===== config.mk =====
export PLATFORM = sky130hd
export DESIGN_NAME = scope_top
export DESIGN_NICKNAME = d
export VERILOG_FILES = /design/src/logic/scope_pkg.sv /design/src/logic/sample_decimator.sv /design/src/logic/trigger_capture.sv /design/src/logic/wave_measure.sv /design/src/logic/video_timing.sv /design/src/logic/grid_overlay.sv /design/src/logic/wave_overlay.sv /design/src/logic/scope_top.sv
export SDC_FILE = /design/constraint.sdc
export NUM_CORES = 1
export LEC_CHECK = 0
export BUFFER_PORTS_ARGS = -buffer_cell sky130_fd_sc_hd__buf_2
export CAP_MARGIN = 10
export CORE_MARGIN = 2
export CORE_UTILIZATION = 30
export DETAILED_ROUTE_END_ITERATION = 10
export HOLD_SLACK_MARGIN = 0.08
export RECOVER_POWER = 25
export SETUP_SLACK_MARGIN = 0.05
export SLEW_MARGIN = 5
export SYNTH_ARGS = -nofsm -noshare
export SYNTH_HDL_FRONTEND = slang
export SYNTH_SLANG_ARGS = --single-unit

===== constraint.sdc =====
create_clock -name sys_clk -period 8.7 [get_ports sys_clk]
set_input_delay 0.435 -clock sys_clk [delete_from_list [all_inputs] [get_ports sys_clk]]
set_output_delay 0.435 -clock sys_clk [all_outputs]
set_load 0.03 [all_outputs]

===== src/logic/scope_pkg.sv =====
`default_nettype none

package scope_pkg;

  localparam int SAMPLE_W = 8;  // adc word

  // raster, one pixel per sys_clk
  localparam int H_ACTIVE     = 128;
  localparam int H_TOTAL      = 160;
  localparam int H_SYNC_START = 136;
  localparam int H_SYNC_END   = 144;
  localparam int V_ACTIVE     = 64;
  localparam int V_TOTAL      = 72;
  localparam int V_SYNC_START = 66;
  localparam int V_SYNC_END   = 68;
  localparam int X_W          = 8;
  localparam int Y_W          = 7;

  localparam int BUF_DEPTH = 128;  // one sample per visible column
  localparam int BUF_AW    = 7;
  localparam int GRID_STEP = 16;

  localparam logic [23:0] COLOR_BG   = 24'h000000;
  localparam logic [23:0] COLOR_GRID = 24'h808080;
  localparam logic [23:0] COLOR_WAVE = 24'hff0000;

  localparam int MEAS_WINDOW = 256;  // input samples per result
  localparam int MEAS_CW     = 8;

  typedef enum logic [1:0] {
    CAP_IDLE,
    CAP_WAIT_TRIG,
    CAP_FILL,
    CAP_HOLD
  } capture_state_t;

endpackage

`default_nettype wire


===== src/logic/sample_decimator.sv =====
`timescale 1ns/10ps
`default_nettype none

module sample_decimator (
  input  wire       sys_clk,
  input  wire       sys_rst_n,
  input  wire [9:0] i_deci_rate,  // 0 and 1 both keep every sample
  output logic      o_keep_stb
);

  logic [9:0] cnt;

  // count down, reload and strobe on the wrap
  always_ff @(posedge sys_clk or negedge sys_rst_n) begin
    if (!sys_rst_n) begin
      cnt        <= '0;
      o_keep_stb <= 1'b0;
    end else if (cnt <= 10'd1) begin
      cnt        <= i_deci_rate;
      o_keep_stb <= 1'b1;
    end else begin
      cnt        <= cnt - 1'b1;
      o_keep_stb <= 1'b0;
    end
  end

endmodule

`default_nettype wire


===== src/logic/trigger_capture.sv =====
`timescale 1ns/10ps
`default_nettype none

module trigger_capture
  import scope_pkg::*;
(
  input  wire                 sys_clk,
  input  wire                 sys_rst_n,
  input  wire  [SAMPLE_W-1:0] i_ad_data,
  input  wire                 i_keep_stb,
  input  wire  [SAMPLE_W-1:0] i_trig_level,
  input  wire                 i_trig_edge,   // 1 = rising
  input  wire                 i_run_key,     // one-cycle pulse
  input  wire                 i_frame_start,
  output logic                o_buf_wr,
  output logic [BUF_AW-1:0]   o_buf_addr,
  output logic [SAMPLE_W-1:0] o_buf_data,
  output logic                o_capture_done,
  output logic                o_running
);

  capture_state_t      state;
  logic [SAMPLE_W-1:0] prev_q;  // last kept sample
  logic                prev_ok;
  logic                run_q;
  logic                trig_hit;
  logic                last_wr;

  always_comb begin
    if (i_trig_edge) begin
      trig_hit = prev_ok && (prev_q < i_trig_level) && (i_ad_data >= i_trig_level);
    end else begin
      trig_hit = prev_ok && (prev_q >= i_trig_level) && (i_ad_data < i_trig_level);
    end
  end

  assign last_wr   = o_buf_wr && (o_buf_addr == BUF_AW'(BUF_DEPTH - 1));
  assign o_running = run_q;

  always_ff @(posedge sys_clk or negedge sys_rst_n) begin
    if (!sys_rst_n) begin
      run_q   <= 1'b1;  // running out of reset
      prev_ok <= 1'b0;
    end else begin
      if (i_run_key) run_q <= !run_q;
      if (i_keep_stb) prev_ok <= 1'b1;
    end
  end

  // kept sample doubles as write data
  always_ff @(posedge sys_clk) begin
    if (i_keep_stb) begin
      prev_q     <= i_ad_data;
      o_buf_data <= i_ad_data;
    end
  end

  always_ff @(posedge sys_clk or negedge sys_rst_n) begin
    if (!sys_rst_n) begin
      state          <= CAP_IDLE;
      o_buf_wr       <= 1'b0;
      o_buf_addr     <= '0;
      o_capture_done <= 1'b0;
    end else begin
      o_buf_wr       <= 1'b0;
      o_capture_done <= 1'b0;
      case (state)
        CAP_IDLE: if (run_q) state <= CAP_WAIT_TRIG;
        CAP_WAIT_TRIG: begin
          if (!run_q) begin
            state <= CAP_IDLE;
          end else if (i_keep_stb && trig_hit) begin
            state      <= CAP_FILL;
            o_buf_wr   <= 1'b1;  // triggering sample goes to slot 0
            o_buf_addr <= '0;
          end
        end
        CAP_FILL: begin
          if (!run_q) begin
            state <= CAP_IDLE;  // stop freezes mid-record
          end else if (last_wr) begin
            state          <= CAP_HOLD;
            o_capture_done <= 1'b1;
          end else if (i_keep_stb) begin
            o_buf_wr   <= 1'b1;
            o_buf_addr <= o_buf_addr + 1'b1;
          end
        end
        CAP_HOLD: begin
          // keep the record steady until the frame boundary
          if (i_frame_start) state <= run_q ? CAP_WAIT_TRIG : CAP_IDLE;
        end
        default: state <= CAP_IDLE;
      endcase
    end
  end

  a_wr_in_fill: assert property (@(posedge sys_clk) disable iff (!sys_rst_n)
    o_buf_wr |-> state == CAP_FILL);

  // last slot written ends the record, no wrap back to 0
  a_no_wrap: assert property (@(posedge sys_clk) disable iff (!sys_rst_n)
    last_wr |=> !o_buf_wr && o_capture_done);

endmodule

`default_nettype wire


===== src/logic/wave_measure.sv =====
`timescale 1ns/10ps
`default_nettype none

module wave_measure
  import scope_pkg::*;
(
  input  wire                 sys_clk,
  input  wire                 sys_rst_n,
  input  wire  [SAMPLE_W-1:0] i_ad_data,
  input  wire  [SAMPLE_W-1:0] i_trig_level,
  output logic [SAMPLE_W-1:0] o_max,
  output logic [SAMPLE_W-1:0] o_min,
  output logic [SAMPLE_W-1:0] o_vpp,
  output logic [MEAS_CW-1:0]  o_cross_count,
  output logic                o_meas_valid
);

  logic [$clog2(MEAS_WINDOW)-1:0] win_cnt;
  logic [SAMPLE_W-1:0]            run_max, run_min, prev_q;
  logic [MEAS_CW-1:0]             run_cnt;
  logic [SAMPLE_W-1:0]            max_nx, min_nx;
  logic [MEAS_CW-1:0]             cnt_nx;
  logic                           first, last, cross_hit;

  assign first     = (win_cnt == '0);  // window restarts here
  assign last      = (win_cnt == $bits(win_cnt)'(MEAS_WINDOW - 1));
  // pairs inside the window only
  assign cross_hit = !first && (prev_q < i_trig_level) && (i_ad_data >= i_trig_level);
  assign max_nx    = (first || i_ad_data > run_max) ? i_ad_data : run_max;
  assign min_nx    = (first || i_ad_data < run_min) ? i_ad_data : run_min;
  assign cnt_nx    = (first ? '0 : run_cnt) + MEAS_CW'(cross_hit);

  always_ff @(posedge sys_clk) begin
    prev_q  <= i_ad_data;
    run_max <= max_nx;
    run_min <= min_nx;
    run_cnt <= cnt_nx;
  end

  always_ff @(posedge sys_clk or negedge sys_rst_n) begin
    if (!sys_rst_n) begin
      win_cnt       <= '0;
      o_meas_valid  <= 1'b0;
      o_max         <= '0;
      o_min         <= '0;
      o_vpp         <= '0;
      o_cross_count <= '0;
    end else begin
      win_cnt      <= last ? '0 : win_cnt + 1'b1;
      o_meas_valid <= last;
      if (last) begin  // latched and held until the next window
        o_max         <= max_nx;
        o_min         <= min_nx;
        o_vpp         <= max_nx - min_nx;
        o_cross_count <= cnt_nx;
      end
    end
  end

  // 9-bit compare catches a min above the max
  a_vpp: assert property (@(posedge sys_clk) disable iff (!sys_rst_n)
    o_meas_valid |-> {1'b0, o_vpp} == {1'b0, o_max} - {1'b0, o_min});

endmodule

`default_nettype wire


===== src/logic/video_timing.sv =====
`timescale 1ns/10ps
`default_nettype none

module video_timing
  import scope_pkg::*;
(
  input  wire            sys_clk,
  input  wire            sys_rst_n,
  output logic           o_hs,
  output logic           o_vs,
  output logic           o_de,
  output logic [X_W-1:0] o_x,
  output logic [Y_W-1:0] o_y,
  output logic           o_frame_start
);

  logic [X_W-1:0] h_cnt;
  logic [Y_W-1:0] v_cnt;
  logic           h_end, v_end;

  assign h_end = (h_cnt == X_W'(H_TOTAL - 1));
  assign v_end = (v_cnt == Y_W'(V_TOTAL - 1));

  // reset parks on the last pixel so (0,0) follows release
  always_ff @(posedge sys_clk or negedge sys_rst_n) begin
    if (!sys_rst_n) begin
      h_cnt <= X_W'(H_TOTAL - 1);
      v_cnt <= Y_W'(V_TOTAL - 1);
    end else if (h_end) begin
      h_cnt <= '0;
      v_cnt <= v_end ? '0 : v_cnt + 1'b1;
    end else begin
      h_cnt <= h_cnt + 1'b1;
    end
  end

  assign o_hs = (h_cnt >= X_W'(H_SYNC_START)) && (h_cnt < X_W'(H_SYNC_END));
  assign o_vs = (v_cnt >= Y_W'(V_SYNC_START)) && (v_cnt < Y_W'(V_SYNC_END));
  assign o_de = (h_cnt < X_W'(H_ACTIVE)) && (v_cnt < Y_W'(V_ACTIVE));
  assign o_x  = h_cnt;
  assign o_y  = v_cnt;
  assign o_frame_start = (h_cnt == '0) && (v_cnt == '0);

endmodule

`default_nettype wire


===== src/logic/grid_overlay.sv =====
`timescale 1ns/10ps
`default_nettype none

module grid_overlay
  import scope_pkg::*;
(
  input  wire            sys_clk,
  input  wire            sys_rst_n,
  input  wire            i_hs,
  input  wire            i_vs,
  input  wire            i_de,
  input  wire  [X_W-1:0] i_x,
  input  wire  [Y_W-1:0] i_y,
  output logic           o_hs,
  output logic           o_vs,
  output logic           o_de,
  output logic [X_W-1:0] o_x,
  output logic [Y_W-1:0] o_y,
  output logic [23:0]    o_rgb
);

  logic on_grid;

  // graticule plus closing right and bottom edges
  assign on_grid = ((i_x % X_W'(GRID_STEP)) == '0) || ((i_y % Y_W'(GRID_STEP)) == '0) ||
                   (i_x == X_W'(H_ACTIVE - 1)) || (i_y == Y_W'(V_ACTIVE - 1));

  always_ff @(posedge sys_clk or negedge sys_rst_n) begin
    if (!sys_rst_n) begin
      o_hs <= 1'b0;
      o_vs <= 1'b0;
      o_de <= 1'b0;
    end else begin
      o_hs <= i_hs;
      o_vs <= i_vs;
      o_de <= i_de;
    end
  end

  always_ff @(posedge sys_clk) begin
    o_x   <= i_x;
    o_y   <= i_y;
    o_rgb <= !i_de ? 24'h000000 : (on_grid ? COLOR_GRID : COLOR_BG);  // black in blanking
  end

endmodule

`default_nettype wire


===== src/logic/wave_overlay.sv =====
`timescale 1ns/10ps
`default_nettype none

module wave_overlay
  import scope_pkg::*;
(
  input  wire                 sys_clk,
  input  wire                 sys_rst_n,
  input  wire                 i_buf_wr,
  input  wire  [BUF_AW-1:0]   i_buf_addr,
  input  wire  [SAMPLE_W-1:0] i_buf_data,
  input  wire                 i_hs,
  input  wire                 i_vs,
  input  wire                 i_de,
  input  wire  [X_W-1:0]      i_x,
  input  wire  [Y_W-1:0]      i_y,
  input  wire  [23:0]         i_rgb,
  output logic                o_hs,
  output logic                o_vs,
  output logic                o_de,
  output logic [23:0]         o_rgb
);

  logic [SAMPLE_W-1:0] mem [BUF_DEPTH];  // one record
  logic [SAMPLE_W-1:0] rd_q;
  logic [Y_W-1:0]      y_q;
  logic [23:0]         rgb_q;
  logic [Y_W-1:0]      trace_row;
  logic                on_trace;

  always_ff @(posedge sys_clk) begin
    if (i_buf_wr) mem[i_buf_addr] <= i_buf_data;
  end

  // column read lines up with the delayed video
  always_ff @(posedge sys_clk) begin
    rd_q  <= mem[i_x[BUF_AW-1:0]];
    y_q   <= i_y;
    rgb_q <= i_rgb;
  end

  always_ff @(posedge sys_clk or negedge sys_rst_n) begin
    if (!sys_rst_n) begin
      o_hs <= 1'b0;
      o_vs <= 1'b0;
      o_de <= 1'b0;
    end else begin
      o_hs <= i_hs;
      o_vs <= i_vs;
      o_de <= i_de;
    end
  end

  // top six bits inverted, full scale lands on line 0
  assign trace_row = {1'b0, ~rd_q[SAMPLE_W-1:SAMPLE_W-6]};
  assign on_trace  = o_de && (y_q == trace_row);
  assign o_rgb     = on_trace ? COLOR_WAVE : rgb_q;

endmodule

`default_nettype wire


===== src/logic/scope_top.sv =====
`timescale 1ns/10ps
`default_nettype none

module scope_top
  import scope_pkg::*;
(
  input  wire                 sys_clk,
  input  wire                 sys_rst_n,
  input  wire  [SAMPLE_W-1:0] i_ad_data,
  input  wire  [SAMPLE_W-1:0] i_trig_level,
  input  wire  [9:0]          i_deci_rate,
  input  wire                 i_trig_edge,
  input  wire                 i_run_key,
  output wire                 o_hs,
  output wire                 o_vs,
  output wire                 o_de,
  output wire  [23:0]         o_rgb,
  output wire  [SAMPLE_W-1:0] o_max,
  output wire  [SAMPLE_W-1:0] o_min,
  output wire  [SAMPLE_W-1:0] o_vpp,
  output wire  [MEAS_CW-1:0]  o_cross_count,
  output wire                 o_meas_valid,
  output wire                 o_capture_done,
  output wire                 o_running
);

  wire                keep_stb;
  wire                buf_wr;
  wire [BUF_AW-1:0]   buf_addr;
  wire [SAMPLE_W-1:0] buf_data;
  wire                vt_hs, vt_vs, vt_de, frame_start;
  wire [X_W-1:0]      vt_x, grid_x;
  wire [Y_W-1:0]      vt_y, grid_y;
  wire                grid_hs, grid_vs, grid_de;
  wire [23:0]         grid_rgb;

  wave_measure u_wave_measure (
    .sys_clk(sys_clk), .sys_rst_n(sys_rst_n), .i_ad_data(i_ad_data),
    .i_trig_level(i_trig_level), .o_max(o_max), .o_min(o_min), .o_vpp(o_vpp),
    .o_cross_count(o_cross_count), .o_meas_valid(o_meas_valid)
  );

  sample_decimator u_sample_decimator (
    .sys_clk(sys_clk), .sys_rst_n(sys_rst_n), .i_deci_rate(i_deci_rate),
    .o_keep_stb(keep_stb)
  );

  trigger_capture u_trigger_capture (
    .sys_clk(sys_clk), .sys_rst_n(sys_rst_n), .i_ad_data(i_ad_data),
    .i_keep_stb(keep_stb), .i_trig_level(i_trig_level), .i_trig_edge(i_trig_edge),
    .i_run_key(i_run_key), .i_frame_start(frame_start), .o_buf_wr(buf_wr),
    .o_buf_addr(buf_addr), .o_buf_data(buf_data), .o_capture_done(o_capture_done),
    .o_running(o_running)
  );

  video_timing u_video_timing (  // stands in for the hdmi block
    .sys_clk(sys_clk), .sys_rst_n(sys_rst_n), .o_hs(vt_hs), .o_vs(vt_vs), .o_de(vt_de),
    .o_x(vt_x), .o_y(vt_y), .o_frame_start(frame_start)
  );

  grid_overlay u_grid_overlay (
    .sys_clk(sys_clk), .sys_rst_n(sys_rst_n), .i_hs(vt_hs), .i_vs(vt_vs), .i_de(vt_de),
    .i_x(vt_x), .i_y(vt_y), .o_hs(grid_hs), .o_vs(grid_vs), .o_de(grid_de),
    .o_x(grid_x), .o_y(grid_y), .o_rgb(grid_rgb)
  );

  wave_overlay u_wave_overlay (
    .sys_clk(sys_clk), .sys_rst_n(sys_rst_n), .i_buf_wr(buf_wr), .i_buf_addr(buf_addr),
    .i_buf_data(buf_data), .i_hs(grid_hs), .i_vs(grid_vs), .i_de(grid_de),
    .i_x(grid_x), .i_y(grid_y), .i_rgb(grid_rgb), .o_hs(o_hs), .o_vs(o_vs),
    .o_de(o_de), .o_rgb(o_rgb)
  );

endmodule

`default_nettype wire


==> run_results.csv, run 1 <==
group,metric,value,unit
outcome,status,"finished, violations left",
outcome,violations,"max-capacitance violations, max-slew violations",
global_route,grt_pass1_vias,19300,
die,ios,92,
worst_setup_path,path_max_fanout,88,
clock_network,cts_resized,0,
sta,hold_violations,0,
logic_synthesis,yosysSeqAreaShare,0.721,
clock_network,post_cts_buffers,0,
logic_synthesis,syn_area_per_cell,18.5,um2
final_layout,biggestRegsByFlops,"u_wave_overlay.mem x768, u_sample_decimator.cnt x10",
worst_setup_path,arrival,5.35,ns
drt,vias,18700,
final_layout,antenna_cells,0,
die,fp.dieArea,0.126,mm2
logic_synthesis,synthFlopType,"edfxtp_1",
power,power.total,9.65,mW
logic_synthesis,syn_inst,2001,
global_route,track_usage,0.130,
drt,wl_per_cell,21.4,um
drt,drtIter0Drc,1648,
final_layout,largest-register,"u_wave_overlay.mem",
sta,tns,0,ns
clock_network,cts_tree,"yes",
flow_run,maxCapViolations,10,
clock_network,path_clk_slew,0.06,ns
final_layout,multi_input_area,0.00966,mm2
drt,via_per_inst,4.88,
sta,rsz0062_at_grt,"no",
die,coreArea,0.122,mm2
clock_network,cts_root_buf,"clkbuf_16",
die,die_w,355,um
logic_synthesis,yosys-top-cells-count,"edfxtp_1 (776), mux4_2 (240), nor2_1 (157)",
clock_network,ctsLongestPathBuffers,3,
placement,io_buffer_count,77,
die,die_y,355,um
final_layout,layout-drive-gt1-share,0.215,
clock_network,clock_sinks,923,
final_layout,largest_reg_flops,768,
sta,finalCritPeriodShare,0.630,
final_layout,area_growth,15.0,%
sta,relSlewSlack,-1.93,
worst_setup_path,rr_startpoint,"u_trigger_capture.o_buf_data[3]",
final_layout,regArea,0.0267,mm2
drt,routed_wl,82100,um
global_route,antenna_found_initial,2,
sta,clock_skew,0.0521,ns
logic_synthesis,yosys.area.top_type,"edfxtp_1",
placement,dp_hpwl,51300,um
clock_network,htreeDepth,3,
drt,drtPass1Iterations,5,
worst_setup_path,critPathLaunchType,"register",
logic_synthesis,synth_top_area_frac,0.629,
final_layout,fillers,11300,
logic_synthesis,yosys-top-cells-area,"edfxtp_1 (63%), mux4_2 (15%), dfrtp_1 (5.1%)",
clock_network,cts_buffers,97,
placement,place_congestion,0.800,
worst_hold_path,min_path_type,"primary input to register",
logic_synthesis,ys_ff_latch,923,
final_layout,nets,2214,
worst_hold_path,worstHoldPathCells,3,
sta,worstMarginPinSlew,4.40,ns
drt,drc,0,
worst_setup_path,critPathCaptureType,"register",
logic_synthesis,synth.most_common_cell,"edfxtp_1",
logic_synthesis,synth-async-reset-ratio,0.0932,
global_route,grt_pass1_wl,124000,um
global_route,grt_max_degree,93,
power,ir_worst_vdd,0.153,mV
worst_hold_path,whs_endpoint,"u_sample_decimator.cnt[8]",
global_route,grt_overflow,0,
power,p_leak,13.6,nW
worst_setup_path,criticalPathCategory,"register to register",
sta,timing.hold.ws,0.181,ns
clock_network,clk_latency,0.67,ns
sta,maxSlewViolCount,569,
worst_setup_path,worstRegToRegCells,2,
logic_synthesis,ys_warn_count,0,
worst_setup_path,critical_path_required,8.57,ns
sta,period_minus_slack,5.48,ns
clock_network,cts_hold_buffers,18,
logic_synthesis,synth-edff-count,776,
power,power_density,227,mW/mm2
die,num_rows,128,
worst_setup_path,reg2reg_setup_slack,3.22,ns
worst_hold_path,hp-start,"i_deci_rate[8]",
die,start_util,0.303,
logic_synthesis,synth_area,0.0370,mm2
sta,fmax,182,MHz
worst_setup_path,r2r-end,"u_wave_overlay.mem[85][3]",
sta,setup_viol_count_final,0,
drt,ant_nets,0,
logic_synthesis,synth.distinct_cells,61,
[cells in the final DEF, fill, tap and decap left out, types with 14 or more instances in the layout]
cell,count
dfxtp_1,56
mux4_2,240
clkbuf_16,98
clkbuf_1,74
edfxtp_1,776
mux2i_1,25
nand3_1,33
xnor2_1,20
inv_1,53
buf_4,19
mux2_2,22
xor2_1,19
nor3_1,19
conb_1,14
dlygate4sd3_1,18
o21ai_0,40
dfrtp_1,75
clkinv_2,23
nor2_1,157
a21oi_1,23
buf_2,31
ha_1,60
nand2_1,116
[worst max-delay path, cell delays in order, from the launching register on]
cell and delay, ns:
edfxtp_1 0.31, clkbuf_1 1.42, clkbuf_1 2.76
[logic make-up after synthesis]
kind of cell / Yosys count / synth area share
AO/OA/AOI/OAI: 116 / 0.0202
other: 1 / 0.000101
adder cells (fa/ha/maj): 61 / 0.0208
flip-flops: 923 / 0.721
XOR/XNOR: 39 / 0.00922
buffers and inverters: 166 / 0.0200
multiplexers: 287 / 0.159
AND/OR/NAND/NOR: 408 / 0.0496
[power by group]
part           leakage [nW]  internal, mW  switching, mW
sequential             8.38          4.79         0.0444
clock                  1.62          2.49           1.73
combinational          3.62         0.266          0.336
[routing by layer]
metal / global-route usage / vias to the layer above / part of all wire
li1: - / 8119 / -
met1: 0.175 / 9728 / 0.42
met2: 0.213 / 728 / 0.48
met3: 0.0274 / 129 / 0.075
met4: 0.0355 / 4 / 0.021
met5: 0 / - / 0.00033
[cell type report]
type / instances / share of cell area
Sequential cell: 923 / 0.627
Multi-Input combinational cell: 925 / 0.227
Clock buffer: 122 / 0.0607
Tap cell: 1625 / 0.0477
Clock inverter: 60 / 0.0171
Timing Repair Buffer: 123 / 0.0161
Inverter: 53 / 0.00467
[stage by stage]
stage          instance area, um2   util  cells  setup slack [ns]
5_1_grt                     42600  0.349   3831              2.67
3_3_place_gp                39200  0.321   3631              4.02
2_1_floorplan               37100      -   2014              4.51
6_report                    42600  0.349   3831              3.22
3_5_place_dp                39200  0.321   3631              3.96
4_1_cts                     42700  0.349   3831              4.10
[how the worst max path moves through the flow]
stage | to | from | depth (start not counted)
2_1_floorplan | u_trigger_capture.o_buf_addr[6] | u_trigger_capture.o_buf_data[3] | 8
3_3_place_gp | u_wave_measure.o_vpp[7] | i_ad_data[1] | 16
3_5_place_dp | u_wave_measure.o_vpp[7] | i_ad_data[1] | 16
4_1_cts | u_wave_measure.o_vpp[7] | i_ad_data[1] | 17
5_1_grt | u_wave_overlay.mem[85][3] | u_trigger_capture.o_buf_data[3] | 2
6_report | u_wave_overlay.mem[85][3] | u_trigger_capture.o_buf_data[3] | 2
No activity file was read; power rests on OpenSTA's default activity.
==> run 2: changes to the inputs <==
clock period = 5.4 ns   (was 8.7 ns; I/O delays follow)
==> run 2 against run 1 <==
Core utilization hardly changed. Fmax is 19% higher. Clock power rose by 57%. Combinational power up 62%. Clock-buffer cell count increased by 1. The flow still finishes with violations (max-capacitance violations, max-slew violations). Largest cell class unchanged. Critical path depth is 7 higher.
==> run_results.csv, run 2 (synthesis results as in run 1) <==
group,metric,value,unit
sta,finalCritPeriodShare,0.856,
power,power.total,15.4,mW
clock_network,cts_buffers,96,
die,ios,92,
sta,worstMarginPinSlew,2.50,ns
drt,drtIter0Drc,1460,
sta,clock_skew,0.0421,ns
global_route,grt_pass1_vias,19400,
drt,via_per_inst,4.82,
die,start_util,0.303,
clock_network,post_cts_buffers,0,
final_layout,fin_util,0.349,
clock_network,cts_hold_buffers,21,
worst_setup_path,arrival,5.20,ns
sta,setup_ws,0.775,ns
global_route,antenna_found_initial,1,
sta,timing.hold.ws,0.286,ns
power,power_density,361,mW/mm2
outcome,violations,"max-capacitance violations, max-slew violations",
clock_network,clock_sinks,923,
global_route,grt_max_degree,102,
placement,pre_cts_slack,0.914,ns
final_layout,largest_reg_flops,768,
placement,place_congestion,0.810,
sta,relSlewSlack,-0.670,
worst_setup_path,critical_path_required,5.98,ns
final_layout,nets,2219,
sta,tns,0,ns
final_layout,layout-drive-gt1-share,0.215,
final_layout,largest-register,"u_wave_overlay.mem",
clock_network,cts_resized,0,
worst_setup_path,critPathLaunchType,"register",
sta,hold_violations,0,
die,die_w,355,um
die,coreArea,0.122,mm2
global_route,track_usage,0.129,
outcome,status,"finished, violations left",
sta,period_minus_slack,4.62,ns
sta,fmax,216,MHz
placement,dp_hpwl,51200,um
power,p_leak,13.6,nW
drt,wl_per_cell,21.3,um
worst_setup_path,critPathCaptureType,"register",
placement,io_buffer_count,77,
final_layout,biggestRegsByFlops,"u_wave_overlay.mem x768, u_sample_decimator.cnt x10",
drt,vias,18500,
final_layout,fillers,11300,
flow_run,maxCapViolations,6,
global_route,grt_pass1_wl,125000,um
final_layout,final_common_cell,"edfxtp_1",
global_route,grt_overflow,0,
power,ir_worst_vdd,0.247,mV
worst_setup_path,criticalPathCategory,"register to register",
final_layout,antenna_cells,0,
worst_hold_path,min_path_type,"primary input to register",
drt,ant_nets,0,
clock_network,ctsLongestPathBuffers,3,
drt,drc,0,
clock_network,path_clk_slew,0.06,ns
drt,drtPass1Iterations,7,
die,num_rows,128,
die,fp.dieArea,0.126,mm2
final_layout,final_cell_mix,"edfxtp_1 (776), mux4_2 (240), nor2_1 (157)",
die,die_y,355,um
sta,maxSlewViolCount,359,
sta,rsz0062_at_grt,"no",
final_layout,area_growth,15.1,%
clock_network,cts_tree,"yes",
worst_setup_path,path_max_fanout,46,
clock_network,htreeDepth,3,
clock_network,clk_latency,0.67,ns
clock_network,cts_root_buf,"clkbuf_16",
drt,routed_wl,81600,um
sta,setup_viol_count_final,0,
==> run 2: routing by layer <==
metal / global-route usage / vias to the layer above / part of all wire
li1: - / 8130 / -
met1: 0.177 / 9736 / 0.44
met2: 0.212 / 497 / 0.49
met3: 0.0234 / 118 / 0.054
met4: 0.0354 / 2 / 0.020
met5: 0 / - / 0.00016
==> run 2: path summary, 6_finish.rpt <==
kind                                                  from                              end  slack [ns]  cells after the start
setup / recovery           u_trigger_capture.o_buf_data[2]  u_trigger_capture.o_buf_addr[2]        0.78                      9
hold / removal                                   i_run_key      u_trigger_capture.o_running        0.29                      3
setup reg to reg           u_trigger_capture.o_buf_data[2]  u_trigger_capture.o_buf_addr[2]        0.78                      9
hold reg to reg                      u_grid_overlay.o_y[1]            u_wave_overlay.y_q[1]        0.33                      0
max in group asynchronous                        sys_rst_n  u_trigger_capture.o_buf_addr[6]        4.28                      3
min in group asynchronous                        sys_rst_n      u_wave_measure.o_meas_valid        0.45                      3
==> run 2: critical path: stages, from the launching register on <==
cell       delay, ns
edfxtp_1        0.32
clkbuf_1        1.59
ha_1            0.50
and3_1          0.17
a221o_1         0.37
a211oi_1        0.24
a2bb2oi_1       0.17
a2111o_1        0.64
or3_1           0.42
o211ai_1        0.11
==> run 2: final cells by class <==
class	count	area [um2]	share of cell area
clock buffer	123	2550	0.0599
sequential	923	26700	0.626
timing repair buffer	129	825	0.0193
multi-input combinational	925	9660	0.227
inverter	53	199	0.00467
tap	1625	2030	0.0477
clock inverter	56	662	0.0155
==> run 2: where the power goes <==
group	switching [mW]	total, mW	internal [mW]
Combinational	0.539	0.977	0.437
Sequential	0.0730	7.80	7.72
Clock	2.76	6.62	3.86
==> run 2: per-stage QoR <==
stage	std cells	instance area [um2]
after global placement	3634	39300
after detailed placement	3634	39300
after CTS	3834	42700
after floorplan	2014	37100
after global routing	3834	42600
final	3834	42600
